$ cat src/common/frame_link_settings.svh
/* Build-time settings for the UART image link.
   FL_CLK_FREQ / FL_BAUD must be at least 4 clocks per bit. */
`ifndef FRAME_LINK_SETTINGS_SVH
`define FRAME_LINK_SETTINGS_SVH

// ==============================
// Serial link
// ==============================
`define FL_CLK_FREQ     50000000
// Simulation rate, 10 clocks per bit
`define FL_BAUD         5000000

// ==============================
// Frame and frame buffer layout
// ==============================
// Reduced frame, the board uses 640x480
`define FL_FRAME_PIXELS 64
`define FL_IMG_STRIDE   23'h04B000
`define FL_STORE_BASE   23'h100000

`endif

$ cat src/common/frame_link_pkg.sv
/* Shared types for the UART image link.
   pix_cnt_t assumes FL_FRAME_PIXELS is at least 2. */
`include "frame_link_settings.svh"

package frame_link_pkg;

  // ==============================
  // Data widths
  // ==============================
  typedef logic [11:0] pixel_t;
  typedef logic [7:0]  byte_t;
  typedef logic [7:0]  img_idx_t;
  // Frame-buffer word address
  typedef logic [22:0] addr_t;
  // Store address and pixel counter
  typedef logic [$clog2(`FL_FRAME_PIXELS)-1:0] pix_cnt_t;

  // ==============================
  // State machines
  // ==============================
  typedef enum logic [1:0] {
    RX_IDLE,
    RX_START,
    RX_DATA,
    RX_STOP
  } rx_state_t;

  typedef enum logic [1:0] {
    TX_IDLE,
    TX_FETCH,
    TX_SEND,
    TX_WAIT
  } tx_state_t;

endpackage

$ cat src/uart/uart_rx.sv
/* 8N1 receiver, LSB first. Frames with a low stop bit are dropped
   and give no valid pulse. */
`timescale 1ns/1ns
`include "frame_link_settings.svh"

module uart_rx (
  input  logic                  CLOCK_50,
  input  logic                  DLY_RST_0,
  input  logic                  rx,
  output frame_link_pkg::byte_t rx_byte,
  output logic                  rx_valid
);

  localparam int BIT_CLKS = `FL_CLK_FREQ / `FL_BAUD;
  localparam int CNT_W = $clog2(BIT_CLKS);
  localparam logic [CNT_W-1:0] BIT_LAST = CNT_W'(BIT_CLKS - 1);
  localparam logic [CNT_W-1:0] HALF_LAST = CNT_W'(BIT_CLKS / 2 - 1);

  logic                      rx_meta;
  logic                      rx_sync;
  logic                      rx_prev;
  logic                      start_edge;
  logic                      bit_end;
  logic [CNT_W-1:0]          baud_cnt;
  logic [2:0]                bit_idx;
  frame_link_pkg::rx_state_t state;
  frame_link_pkg::byte_t     shift_reg;

  // Two-flop synchronizer plus one stage for edge detection
  always_ff @(posedge CLOCK_50 or negedge DLY_RST_0) begin
    if (!DLY_RST_0) begin
      rx_meta <= 1'b1;
      rx_sync <= 1'b1;
      rx_prev <= 1'b1;
    end else begin
      rx_meta <= rx;
      rx_sync <= rx_meta;
      rx_prev <= rx_sync;
    end
  end

  assign start_edge = rx_prev & ~rx_sync;
  assign bit_end    = (baud_cnt == BIT_LAST);

  // ==============================
  // Receive FSM
  // ==============================
  always_ff @(posedge CLOCK_50 or negedge DLY_RST_0) begin
    if (!DLY_RST_0) begin
      state    <= frame_link_pkg::RX_IDLE;
      baud_cnt <= '0;
      bit_idx  <= '0;
      rx_valid <= 1'b0;
    end else begin
      rx_valid <= 1'b0;
      case (state)
        frame_link_pkg::RX_IDLE: begin
          baud_cnt <= '0;
          if (start_edge) begin
            state <= frame_link_pkg::RX_START;
          end
        end
        frame_link_pkg::RX_START: begin
          // Middle of the start bit, a high line here was a glitch
          if (baud_cnt == HALF_LAST) begin
            baud_cnt <= '0;
            bit_idx  <= '0;
            state    <= rx_sync ? frame_link_pkg::RX_IDLE : frame_link_pkg::RX_DATA;
          end else begin
            baud_cnt <= baud_cnt + 1'b1;
          end
        end
        frame_link_pkg::RX_DATA: begin
          if (bit_end) begin
            baud_cnt <= '0;
            bit_idx  <= bit_idx + 1'b1;
            if (bit_idx == 3'd7) begin
              state <= frame_link_pkg::RX_STOP;
            end
          end else begin
            baud_cnt <= baud_cnt + 1'b1;
          end
        end
        frame_link_pkg::RX_STOP: begin
          if (bit_end) begin
            state    <= frame_link_pkg::RX_IDLE;
            rx_valid <= rx_sync;
          end else begin
            baud_cnt <= baud_cnt + 1'b1;
          end
        end
        default: state <= frame_link_pkg::RX_IDLE;
      endcase
    end
  end

  // Data path, sampled at mid-bit
  always_ff @(posedge CLOCK_50) begin
    if (state == frame_link_pkg::RX_DATA && bit_end) begin
      shift_reg <= {rx_sync, shift_reg[7:1]};
    end
    if (state == frame_link_pkg::RX_STOP && bit_end && rx_sync) begin
      rx_byte <= shift_reg;
    end
  end

endmodule

$ cat src/uart/uart_tx.sv
/* 8N1 transmitter, LSB first. A strobe while a byte is still
   on the line is ignored. */
`timescale 1ns/1ns
`include "frame_link_settings.svh"

module uart_tx (
  input  logic                  CLOCK_50,
  input  logic                  DLY_RST_0,
  input  logic                  tx_strobe,
  input  frame_link_pkg::byte_t tx_byte,
  output logic                  tx,
  output logic                  tx_done
);

  localparam int BIT_CLKS = `FL_CLK_FREQ / `FL_BAUD;
  localparam int CNT_W = $clog2(BIT_CLKS);
  localparam logic [CNT_W-1:0] BIT_LAST = CNT_W'(BIT_CLKS - 1);

  logic [9:0]       shift_reg;
  logic [CNT_W-1:0] baud_cnt;
  logic [3:0]       bit_cnt;
  logic             active;

  // Bit 0 of the shift register drives the line
  assign tx = shift_reg[0];

  always_ff @(posedge CLOCK_50 or negedge DLY_RST_0) begin
    if (!DLY_RST_0) begin
      shift_reg <= '1;
      baud_cnt  <= '0;
      bit_cnt   <= '0;
      active    <= 1'b0;
      tx_done   <= 1'b0;
    end else begin
      tx_done <= 1'b0;
      if (!active) begin
        if (tx_strobe) begin
          // Stop, data, start
          shift_reg <= {1'b1, tx_byte, 1'b0};
          baud_cnt  <= '0;
          bit_cnt   <= '0;
          active    <= 1'b1;
        end
      end else if (baud_cnt == BIT_LAST) begin
        baud_cnt  <= '0;
        shift_reg <= {1'b1, shift_reg[9:1]};
        bit_cnt   <= bit_cnt + 1'b1;
        // End of the stop bit
        if (bit_cnt == 4'd9) begin
          active  <= 1'b0;
          tx_done <= 1'b1;
        end
      end else begin
        baud_cnt <= baud_cnt + 1'b1;
      end
    end
  end

endmodule

$ cat src/image_select.sv
/* Image index from the serial link and frame-buffer read base.
   Back-to-back changes of the selection merge into one long reset. */
`timescale 1ns/1ns
`include "frame_link_settings.svh"

module image_select (
  input  logic                     CLOCK_50,
  input  logic                     DLY_RST_0,
  input  frame_link_pkg::byte_t    rx_byte,
  input  logic                     rx_valid,
  input  logic                     sel_lock,
  input  logic                     live_mode,
  output frame_link_pkg::img_idx_t cur_img,
  output frame_link_pkg::addr_t    read_base,
  output logic                     disp_rst_n
);

  frame_link_pkg::img_idx_t prev_img;
  logic                     prev_live;
  logic                     sel_changed;

  // Selection register, frozen while locked
  always_ff @(posedge CLOCK_50 or negedge DLY_RST_0) begin
    if (!DLY_RST_0) begin
      cur_img <= '0;
    end else if (rx_valid && !sel_lock) begin
      cur_img <= frame_link_pkg::img_idx_t'(rx_byte);
    end
  end

  // Live view reads from address 0, stored images from the base region
  always_ff @(posedge CLOCK_50 or negedge DLY_RST_0) begin
    if (!DLY_RST_0) begin
      read_base <= `FL_STORE_BASE;
    end else if (live_mode) begin
      read_base <= '0;
    end else begin
      read_base <= frame_link_pkg::addr_t'(`FL_STORE_BASE)
                 + frame_link_pkg::addr_t'(`FL_IMG_STRIDE)
                 * frame_link_pkg::addr_t'(cur_img);
    end
  end

  // ==============================
  // Display reset on change
  // ==============================
  assign sel_changed = ({cur_img, live_mode} != {prev_img, prev_live});

  always_ff @(posedge CLOCK_50 or negedge DLY_RST_0) begin
    if (!DLY_RST_0) begin
      prev_img   <= '0;
      prev_live  <= 1'b0;
      disp_rst_n <= 1'b1;
    end else begin
      prev_img   <= cur_img;
      prev_live  <= live_mode;
      disp_rst_n <= ~sel_changed;
    end
  end

endmodule

$ cat src/frame_store.sv
/* One greyscale frame of FL_FRAME_PIXELS pixels, registered read.
   Pixels past the frame size wrap onto address 0. */
`timescale 1ns/1ns
`include "frame_link_settings.svh"

module frame_store (
  input  logic                     CLOCK_50,
  input  logic                     DLY_RST_0,
  input  frame_link_pkg::pixel_t   pix_data,
  input  logic                     pix_valid,
  input  logic                     frame_start,
  input  frame_link_pkg::pix_cnt_t rd_addr,
  output frame_link_pkg::pixel_t   rd_data
);

  localparam frame_link_pkg::pix_cnt_t LAST_PIX =
    frame_link_pkg::pix_cnt_t'(`FL_FRAME_PIXELS - 1);

  frame_link_pkg::pixel_t   mem [`FL_FRAME_PIXELS];
  frame_link_pkg::pix_cnt_t wr_ptr;
  frame_link_pkg::pix_cnt_t wr_addr;

  // A pixel arriving with frame_start lands at address 0
  assign wr_addr = frame_start ? '0 : wr_ptr;

  always_ff @(posedge CLOCK_50 or negedge DLY_RST_0) begin
    if (!DLY_RST_0) begin
      wr_ptr <= '0;
    end else if (pix_valid) begin
      wr_ptr <= (wr_addr == LAST_PIX) ? '0 : wr_addr + 1'b1;
    end else if (frame_start) begin
      wr_ptr <= '0;
    end
  end

  always_ff @(posedge CLOCK_50) begin
    if (pix_valid) begin
      mem[wr_addr] <= pix_data;
    end
    rd_data <= mem[rd_addr];
  end

endmodule

$ cat src/frame_sender.sv
/* Streams the stored frame, one byte per pixel from bits 11:4.
   After an abort the next strobe waits for the byte on the line. */
`timescale 1ns/1ns
`include "frame_link_settings.svh"

module frame_sender (
  input  logic                     CLOCK_50,
  input  logic                     DLY_RST_0,
  input  logic                     send_start,
  input  logic                     send_abort,
  input  frame_link_pkg::pixel_t   rd_data,
  input  logic                     tx_done,
  output frame_link_pkg::pix_cnt_t rd_addr,
  output logic                     tx_strobe,
  output frame_link_pkg::byte_t    tx_byte,
  output logic                     tx_busy
);

  localparam frame_link_pkg::pix_cnt_t LAST_PIX =
    frame_link_pkg::pix_cnt_t'(`FL_FRAME_PIXELS - 1);

  frame_link_pkg::tx_state_t state;
  // Byte handed to the transmitter and not yet done
  logic                      line_busy;

  assign tx_strobe = (state == frame_link_pkg::TX_SEND) && !line_busy;
  assign tx_byte   = frame_link_pkg::byte_t'(rd_data[11:4]);
  assign tx_busy   = (state != frame_link_pkg::TX_IDLE);

  always_ff @(posedge CLOCK_50 or negedge DLY_RST_0) begin
    if (!DLY_RST_0) begin
      line_busy <= 1'b0;
    end else if (tx_strobe) begin
      line_busy <= 1'b1;
    end else if (tx_done) begin
      line_busy <= 1'b0;
    end
  end

  // ==============================
  // Send FSM
  // ==============================
  always_ff @(posedge CLOCK_50 or negedge DLY_RST_0) begin
    if (!DLY_RST_0) begin
      state   <= frame_link_pkg::TX_IDLE;
      rd_addr <= '0;
    end else if (send_abort && tx_busy) begin
      state <= frame_link_pkg::TX_IDLE;
    end else begin
      case (state)
        frame_link_pkg::TX_IDLE: begin
          if (send_start) begin
            rd_addr <= '0;
            state   <= frame_link_pkg::TX_FETCH;
          end
        end
        // Store read takes this cycle
        frame_link_pkg::TX_FETCH: state <= frame_link_pkg::TX_SEND;
        frame_link_pkg::TX_SEND: begin
          if (!line_busy) begin
            state <= frame_link_pkg::TX_WAIT;
          end
        end
        frame_link_pkg::TX_WAIT: begin
          if (tx_done) begin
            if (rd_addr == LAST_PIX) begin
              state <= frame_link_pkg::TX_IDLE;
            end else begin
              rd_addr <= rd_addr + 1'b1;
              state   <= frame_link_pkg::TX_FETCH;
            end
          end
        end
        default: state <= frame_link_pkg::TX_IDLE;
      endcase
    end
  end

endmodule

$ cat src/frame_link_top.sv
/* UART image link: selector, one-frame store and frame sender.
   Camera pixels must already be synchronous to CLOCK_50. */
`timescale 1ns/1ns

module frame_link_top (
  input  logic                     CLOCK_50,
  input  logic                     DLY_RST_0,
  input  logic                     rx,
  output logic                     tx,
  input  frame_link_pkg::pixel_t   pix_data,
  input  logic                     pix_valid,
  input  logic                     frame_start,
  input  logic                     send_start,
  input  logic                     send_abort,
  input  logic                     sel_lock,
  input  logic                     live_mode,
  output frame_link_pkg::img_idx_t cur_img,
  output frame_link_pkg::addr_t    read_base,
  output logic                     disp_rst_n,
  output logic                     tx_busy
);

  frame_link_pkg::byte_t    rx_byte;
  logic                     rx_valid;
  frame_link_pkg::pix_cnt_t rd_addr;
  frame_link_pkg::pixel_t   rd_data;
  logic                     tx_strobe;
  frame_link_pkg::byte_t    tx_byte;
  logic                     tx_done;

  // ==============================
  // Image selection path
  // ==============================
  uart_rx i_uart_rx (
    .CLOCK_50 (CLOCK_50),
    .DLY_RST_0(DLY_RST_0),
    .rx       (rx),
    .rx_byte  (rx_byte),
    .rx_valid (rx_valid)
  );

  image_select i_image_select (
    .CLOCK_50  (CLOCK_50),
    .DLY_RST_0 (DLY_RST_0),
    .rx_byte   (rx_byte),
    .rx_valid  (rx_valid),
    .sel_lock  (sel_lock),
    .live_mode (live_mode),
    .cur_img   (cur_img),
    .read_base (read_base),
    .disp_rst_n(disp_rst_n)
  );

  // ==============================
  // Capture and frame send path
  // ==============================
  frame_store i_frame_store (
    .CLOCK_50   (CLOCK_50),
    .DLY_RST_0  (DLY_RST_0),
    .pix_data   (pix_data),
    .pix_valid  (pix_valid),
    .frame_start(frame_start),
    .rd_addr    (rd_addr),
    .rd_data    (rd_data)
  );

  frame_sender i_frame_sender (
    .CLOCK_50  (CLOCK_50),
    .DLY_RST_0 (DLY_RST_0),
    .send_start(send_start),
    .send_abort(send_abort),
    .rd_data   (rd_data),
    .tx_done   (tx_done),
    .rd_addr   (rd_addr),
    .tx_strobe (tx_strobe),
    .tx_byte   (tx_byte),
    .tx_busy   (tx_busy)
  );

  uart_tx i_uart_tx (
    .CLOCK_50 (CLOCK_50),
    .DLY_RST_0(DLY_RST_0),
    .tx_strobe(tx_strobe),
    .tx_byte  (tx_byte),
    .tx       (tx),
    .tx_done  (tx_done)
  );

endmodule

$ cat config.mk
export PLATFORM = sky130hd
export DESIGN_NAME = frame_link_top
export DESIGN_NICKNAME = d
export VERILOG_FILES = /design/src/common/frame_link_pkg.sv /design/src/uart/uart_rx.sv /design/src/uart/uart_tx.sv /design/src/image_select.sv /design/src/frame_store.sv /design/src/frame_sender.sv /design/src/frame_link_top.sv
export VERILOG_INCLUDE_DIRS = /design/src /design/src/common
export SDC_FILE = /design/constraint.sdc
export NUM_CORES = 1
export LEC_CHECK = 0
export ABC_AREA = 1
export BUFFER_PORTS_ARGS = -buffer_cell sky130_fd_sc_hd__buf_2
export CORE_ASPECT_RATIO = 0.75
export CORE_MARGIN = 8
export CORE_UTILIZATION = 65
export CTS_CLUSTER_SIZE = 30
export DETAILED_ROUTE_END_ITERATION = 16
export PLACE_DENSITY = 0.82
export SLEW_MARGIN = 20
export SYNTH_ARGS = -nofsm -noshare
export SYNTH_HDL_FRONTEND = slang
export SYNTH_SLANG_ARGS = --single-unit
$ cat constraint.sdc
create_clock -name CLOCK_50 -period 10.8 [get_ports CLOCK_50]
set_input_delay 1.08 -clock CLOCK_50 [delete_from_list [all_inputs] [get_ports CLOCK_50]]
set_output_delay 1.08 -clock CLOCK_50 [all_outputs]
set_load 0.005 [all_outputs]
==> results.md, run 1 <==
- Status: completed
- Design area: approximately 0.029 mm^2
- TNS Setup: 0 ns
- Htree depth: 2
- Number of port buffers: 38
- Core Area: between 0.04 and 0.05 mm^2
- Sequential element share of the synthesized area: 66.9%
- Synth area leaders: edfxtp_1, nand2_1, nand3_1, dfrtp_1, inv_1
- Syn Area/Cell: 10.7 um^2
- Slew @ Worst Pin: between 1 and 1.5 ns
- 1st-pass router iterations: 8
- Clk_lat worst skew: a little over 0.6 ns
- CTS Root Buffer Type: clkbuf_16
- Crit-path max FO: 8
- Fmax: 0.243 GHz
- Final setup violation count: 0
- Number of gates resized after cts: 0
- Multi-input gate area: 0.00706 mm^2
- Final Hold Slack: 0.360 ns
- Largest net degree at the start of global routing: 237
- Wirelength per Cell: between 15 and 20 um
- Ys flop type: edfxtp_1
- Clock transition at path regs: 0.06 ns
- Max_slew headroom: 25.6%
- Die Wd: 250 um
- Initial antenna violation count: 2
- DR iter-0 viols: between 2000 and 2500
- Top delay family on crit path: adder cells
- Storage cell area: around 0.018 mm^2
- Origin of the critical flop-to-flop path: i_image_select.cur_img[4]
- CTS Hold Bufs: 0
- Crit Path Class: register to register
- Critical path required time: 11.29 ns
- Vias per cell: 5.83
- Switching Fraction: ~28%
- Synth Register Bits: 612
- Drt total wl: 61300 um
- DPL Wire Length: 35300 um
- Share of layout cells above drive strength 1: 6.92%
- Crit share post-route: 38.0%
- Pwr/cell area: 191 mW/mm^2
- Top cell type's share of synthesized area: 59.2%
- Crit end category: register
- Setup ws final: roughly 6.7 ns
- Worst slack, placed: 6.80 ns
- Dpl cell area: 0.0271 mm^2
- CP Cell Sequence: ha_1 -> ha_1 -> inv_1 -> fa_1 -> fa_1 -> inv_1 -> ha_1 -> a21oi_1 -> inv_1 -> a31oi_1 -> xnor2_1 -> ha_1 -> xor2_1 -> nand2_1 -> nand2_1 -> nand2_1 -> a21oi_1 -> nor2_1
- GR Util All Layers: roughly 26%
- Hold Vio Cnt, Final: 0
- Pint: 3.95 mW
- # DRC: 0
- Most frequent cells after synthesis: nand2_1, edfxtp_1, nand3_1
- Yosys top cell by area: edfxtp_1
- Cts bufs inserted: 56
- CP Data Arrival Time: about 4.6 ns
- Tmin final: approximately 4 ns
- CTS Buffer Depth: 3
- Number of enable flip-flop cells after synthesis: 528
- Max cap viols: 0
- Buf+Inv Stages, Crit Path: 3
- Most common cell on crit path: ha_1
- Clock power frac: 34.8%
- # fillers: 2670
- DRT antenna net count: 0
- Asr flop ratio synth: 12.4%
- First-pass GRT wire length: 96200 um
- Vias in the first global route: 17500
- Die Height: 192 um
- Rows: 64
- P&R area growth vs syn: 7.57%
- Clk sinks: 612
- Vias: 18000
- Final #Nets: 2580
- ANT cells: 0
- Starting Density: 65.7%
- Gp weighted congestion: 0.923
- Mapped Area: 0.0268 mm^2
- Die area: around 0.048 mm^2
- Min-Delay Startpoint: i_uart_rx.rx_meta
- Synth unique cells: 48
- Worst vdd ir: 0.000174 V
- Setup Buffers After CTS: 0
- Synth warn: 0
- Clk_skew: 0.0270 ns
- Unrepaired setup endpoints after global routing: no
- Slew Viols, Final: 0
- CP startpoint: i_image_select.cur_img[4]
- Lkg Pwr: 11.6 nW
- Type of the worst min-delay path: register to register
- CP Launch Type: register
- CP peak stage delay: about 0.52 ns
- CP max-delay cell: dfrtp_1
- Gate Count Post-Synth: 2508
- Global route overflow: 0
- Most common cell in the netlist: nand2_1
- CTS tree: built
- # IOs: 55
- Psw: 1.55 mW
- Largest register FFs: 512
- Combinational power share: 15.5%
- Power share of the sequential group: 49.8%
layer usage:
metal	global-route usage [%]	part of all wire (%)	routed length, um	vias to the layer above
li1	-	-	-	8307
met1	36.2	40	24400	8543
met2	40.5	46	28300	994
met3	4.80	12	7060	139
met4	8.11	2.6	1570	4
met5	0	0.051	31	-
layout make-up:
class                   instances  share of cell area, %
clock buffers                  77                   5.28
clock inverters                29                  0.790
inverters                     281                   3.69
multi-input cells            1503                   24.5
flip-flops and latches        612                   62.3
well taps                     528                   2.29
repair buffers                 56                   1.20
placed cells by master, fill, tap and decap left out, types with 6 or more instances in the layout:
cell | synthesis | final
nand2_1 | 754 | 754
edfxtp_1 | 528 | 528
nand3_1 | 311 | 311
inv_1 | 270 | 270
nor2_1 | 179 | 179
dfrtp_1 | 62 | 60
clkbuf_16 | 0 | 57
a21oi_1 | 47 | 47
ha_1 | 42 | 42
o21ai_0 | 39 | 39
buf_2 | 54 | 36
o211ai_1 | 24 | 24
clkbuf_1 | 12 | 18
buf_4 | 35 | 18
clkinv_1 | 4 | 16
dfstp_2 | 14 | 14
conb_1 | 1 | 12
xor2_1 | 11 | 11
xnor2_1 | 11 | 11
a31oi_1 | 9 | 9
nor3_1 | 10 | 8
dfxtp_1 | 8 | 8
fa_1 | 7 | 7
o21ai_1 | 6 | 6
clkinv_2 | 0 | 6
metrics by stage:
stage	total power, mW	instances	util, %
floorplan	3.41	2519	-
global placement	3.57	2980	66.4
detailed placement	3.62	2980	66.4
CTS	5.51	3086	70.7
global route	5.72	3086	70.7
finish	5.50	3086	70.7
worst reg2reg max path, stage by stage (launching register included):
cell and delay, ns:
dfrtp_1 0.52, ha_1 0.36, ha_1 0.28, inv_1 0.05
fa_1 0.45, fa_1 0.49, inv_1 0.04, ha_1 0.36
a21oi_1 0.22, inv_1 0.06, a31oi_1 0.16, xnor2_1 0.17
ha_1 0.25, xor2_1 0.16, nand2_1 0.09, nand2_1 0.07
nand2_1 0.06, a21oi_1 0.15, nor2_1 0.06
path summary, 6_finish.rpt:
path	end	slack [ns]	depth (start not counted)
setup / recovery	i_image_select.read_base[22]	6.69	18
hold / removal	i_uart_rx.rx_sync	0.36	0
setup reg to reg	i_image_select.read_base[22]	6.69	18
hold reg to reg	i_uart_rx.rx_sync	0.36	0
max in group asynchronous	i_frame_sender.rd_addr[1]	9.72	1
min in group asynchronous	i_image_select.read_base[21]	0.52	1
kinds of logic (layout without fill, tap and decap cells):
family                   Yosys count  in the layout  share of synthesized area (%)
buffers and inverters            404            443                           6.90
multiplexers                       5              5                          0.210
flip-flops                       612            612                           66.9
XOR/XNOR                          22             22                          0.719
AO/OA/AOI/OAI                    134            134                           2.86
other                              1             12                         0.0140
adder cells (fa/ha/maj)           49             49                           2.48
AND/OR/NAND/NOR                 1281           1281                           19.9
power groups by stage:
| stage | registers (mW) | clock network (mW) | logic, mW |
|---|---|---|---|
| finish | 2.74 | 1.91 | 0.850 |
| global route | 2.75 | 2.02 | 0.948 |
| CTS | 2.74 | 1.93 | 0.837 |
| detailed placement | 2.79 | 0 | 0.829 |
| global placement | 2.78 | 0 | 0.792 |
| floorplan | 2.72 | 0 | 0.687 |
(Power assumes the default switching activity.)
==> inputs of run 2 (changes only) <==
Settings changed: CORE_UTILIZATION 65 to 63, PLACE_DENSITY 0.82 to 0.8.
Clock period 10.8 ns to 4.2 ns, I/O delays scaled along.
==> run 2 against run 1 <==
Effect of this change:
- clock skew is 0.0070 ns higher
- sequential power grew to 2.5 times the previous value
- combinational power grew to 2.9 times the previous value
==> results.md, run 2 (synthesized netlist as in run 1, its figures left out) <==
- Setup ws final: 0.294 ns
- Clock power frac: 35.0%
- Unrepaired setup endpoints after global routing: no
- Max cap viols: 0
- CTS tree: built
- Placed cells: 3028
- Power share of the sequential group: around 48%
- Fmax: 0.256 GHz
- Final #Nets: around 2600
- # DRC: 0
- Power, Total: 14.4 mW
- Critical path required time: 4.68 ns
- DPL Wire Length: between 30000 and 40000 um
- # IOs: 55
- Most common cell on crit path: ha_1
- TNS Setup: 0 ns
- # fillers: 2883
- Global route overflow: 0
- Clk_skew: 0.0340 ns
- Vias: approximately 18000
- Die Height: 195 um
- Combinational power share: 16.8%
- Drt total wl: between 60000 and 70000 um
- Vias in the first global route: ~17000
- Buf+Inv Stages, Crit Path: 3
- 1st-pass router iterations: 6
- DRT antenna net count: 0
- Wirelength per Cell: 19.8 um
- Storage cell area: between 0.015 and 0.02 mm^2
- Final setup violation count: 0
- CP Data Arrival Time: ~4.4 ns
- Vias per cell: about 5.8
- Crit end category: register
- ANT cells: 0
- Worst Hold Path Cells: 1
- Met2 GRT Util: 38.5%
- Crit Path Class: register to register
- Die Wd: 254 um
- Rows: 65
- Met3 Use GR: under 10%
- CTS Buffer Depth: 3
- Lkg Pwr: 11.8 nW
- Critical path depth: 18
- Met1 usage: 36.0%
- Worst-case reg-to-reg path depth: 18
- Slew Viols, Final: 0
- Initial antenna violation count: 1
- Multi-input gate area: around 0.0071 mm^2
- Pint: 10.3 mW
- Type of the worst min-delay path: input port to register
- Layout Cells excl Fill: 3136
- Clock transition at path regs: 0.06 ns
- Worst vdd ir: about 0.00042 V
- CP peak stage delay: 0.50 ns
- DR iter-0 viols: 2251
- Share of layout cells above drive strength 1: 7.67%
- Die area: 0.0494 mm^2
- Final Util: 69.2%
- Hold Vio Cnt, Final: 0
- Starting Density: 63.7%
- Tmin final: 3.91 ns
- Commonest non-fill, non-tap cell in the layout: nand2_1
- CP max-delay cell: fa_1
- GR Util All Layers: 25.0%
- Crit-path max FO: 7
- Gp weighted congestion: around 0.92
- Psw: 4.09 mW
- Worst slack, placed: 0.244 ns
- Crit share post-route: between 90% and 100%
- Pwr/cell area: 495 mW/mm^2
- Status: completed
- Most frequent cells in the layout: nand2_1, edfxtp_1, nand3_1
- CP Cell Sequence: ha_1 -> ha_1 -> inv_1 -> fa_1 -> fa_1 -> inv_1 -> ha_1 -> a21oi_2 -> inv_1 -> a31oi_1 -> xnor2_1 -> ha_1 -> xor2_1 -> nand2_1 -> nand2_1 -> nand2_1 -> a21oi_1 -> nor2_1
- Largest register FFs: 512
- Cts bufs inserted: 56
- Clk sinks: 612
- Number of port buffers: 38
- Core Area: 0.0420 mm^2
- CP Launch Type: register
- First-pass GRT wire length: 97000 um
- Setup Buffers After CTS: 0
- Clk_lat worst skew: ~0.61 ns
- Largest net degree at the start of global routing: 145
- Top delay family on crit path: adder cells
- CTS Root Buffer Type: clkbuf_16
- GR peak layer: met2
- Htree depth: 2
- P&R area growth vs syn: 8.56%
- Max_slew headroom: 34.3%
- Slew @ Worst Pin: just under 1 ns
- Switching Fraction: 28.4%
[run 2: routing by layer]
metal / vias to the layer above / part of all wire [%]
met4: 2 / 2.3
met3: 125 / 11
li1: 8314 / -
met2: 939 / 46
met5: - / 0.021
met1: 8679 / 41
[run 2: worst reg2reg max path, stage by stage, from the launching register on]
cell and delay [ns]:
dfrtp_1 0.44, ha_1 0.30, ha_1 0.27, inv_1 0.05, fa_1 0.45, fa_1 0.50, inv_1 0.04, ha_1 0.37
a21oi_2 0.19, inv_1 0.05, a31oi_1 0.16, xnor2_1 0.16, ha_1 0.24, xor2_1 0.15, nand2_1 0.08, nand2_1 0.06
nand2_1 0.06, a21oi_1 0.15, nor2_1 0.06
[run 2: path summary, 6_finish.rpt]
check	start	slack [ns]	to
max in group asynchronous	DLY_RST_0	3.17	i_frame_sender.rd_addr[0]
max	i_image_select.cur_img[6]	0.29	i_image_select.read_base[22]
min in group asynchronous	DLY_RST_0	0.44	i_uart_tx.baud_cnt[3]
min reg2reg	i_uart_rx.rx_meta	0.35	i_uart_rx.rx_sync
min	live_mode	0.07	i_image_select.prev_live
max reg2reg	i_image_select.cur_img[6]	0.29	i_image_select.read_base[22]
[run 2: power groups by stage]
stage	clock network (mW)	logic (mW)	registers, mW
finish	5.04	2.43	6.94
global placement	0	2.24	7.05
global route	5.30	2.67	6.95
floorplan	0	1.77	7.00
detailed placement	0	2.34	7.06
CTS	5.07	2.37	6.93
[run 2: timing repair]
item | in CTS | in global routing
setup endpoints to repair | 0 | 1
gates resized for setup | 0 | 2
hold buffers | 1 | 1
endpoints found under the hold margin | 1 | 62
[run 2: final cells by class]
cell class | count | area share [%]
Timing Repair Buffer | 65 | 1.60
Clock buffer | 94 | 6.04
Inverter | 281 | 3.65
Clock inverter | 12 | 0.241
Tap cell | 569 | 2.45
Multi-Input combinational cell | 1503 | 24.3
Sequential cell | 612 | 61.7
[run 2: through the flow]
step	area (um^2)	hold slack, ns
detailed placement	27200	0.348
finish	29100	0.0660
CTS	29100	0.0290
global route	29100	0.0589
floorplan	26800	0.124
global placement	27200	0.348
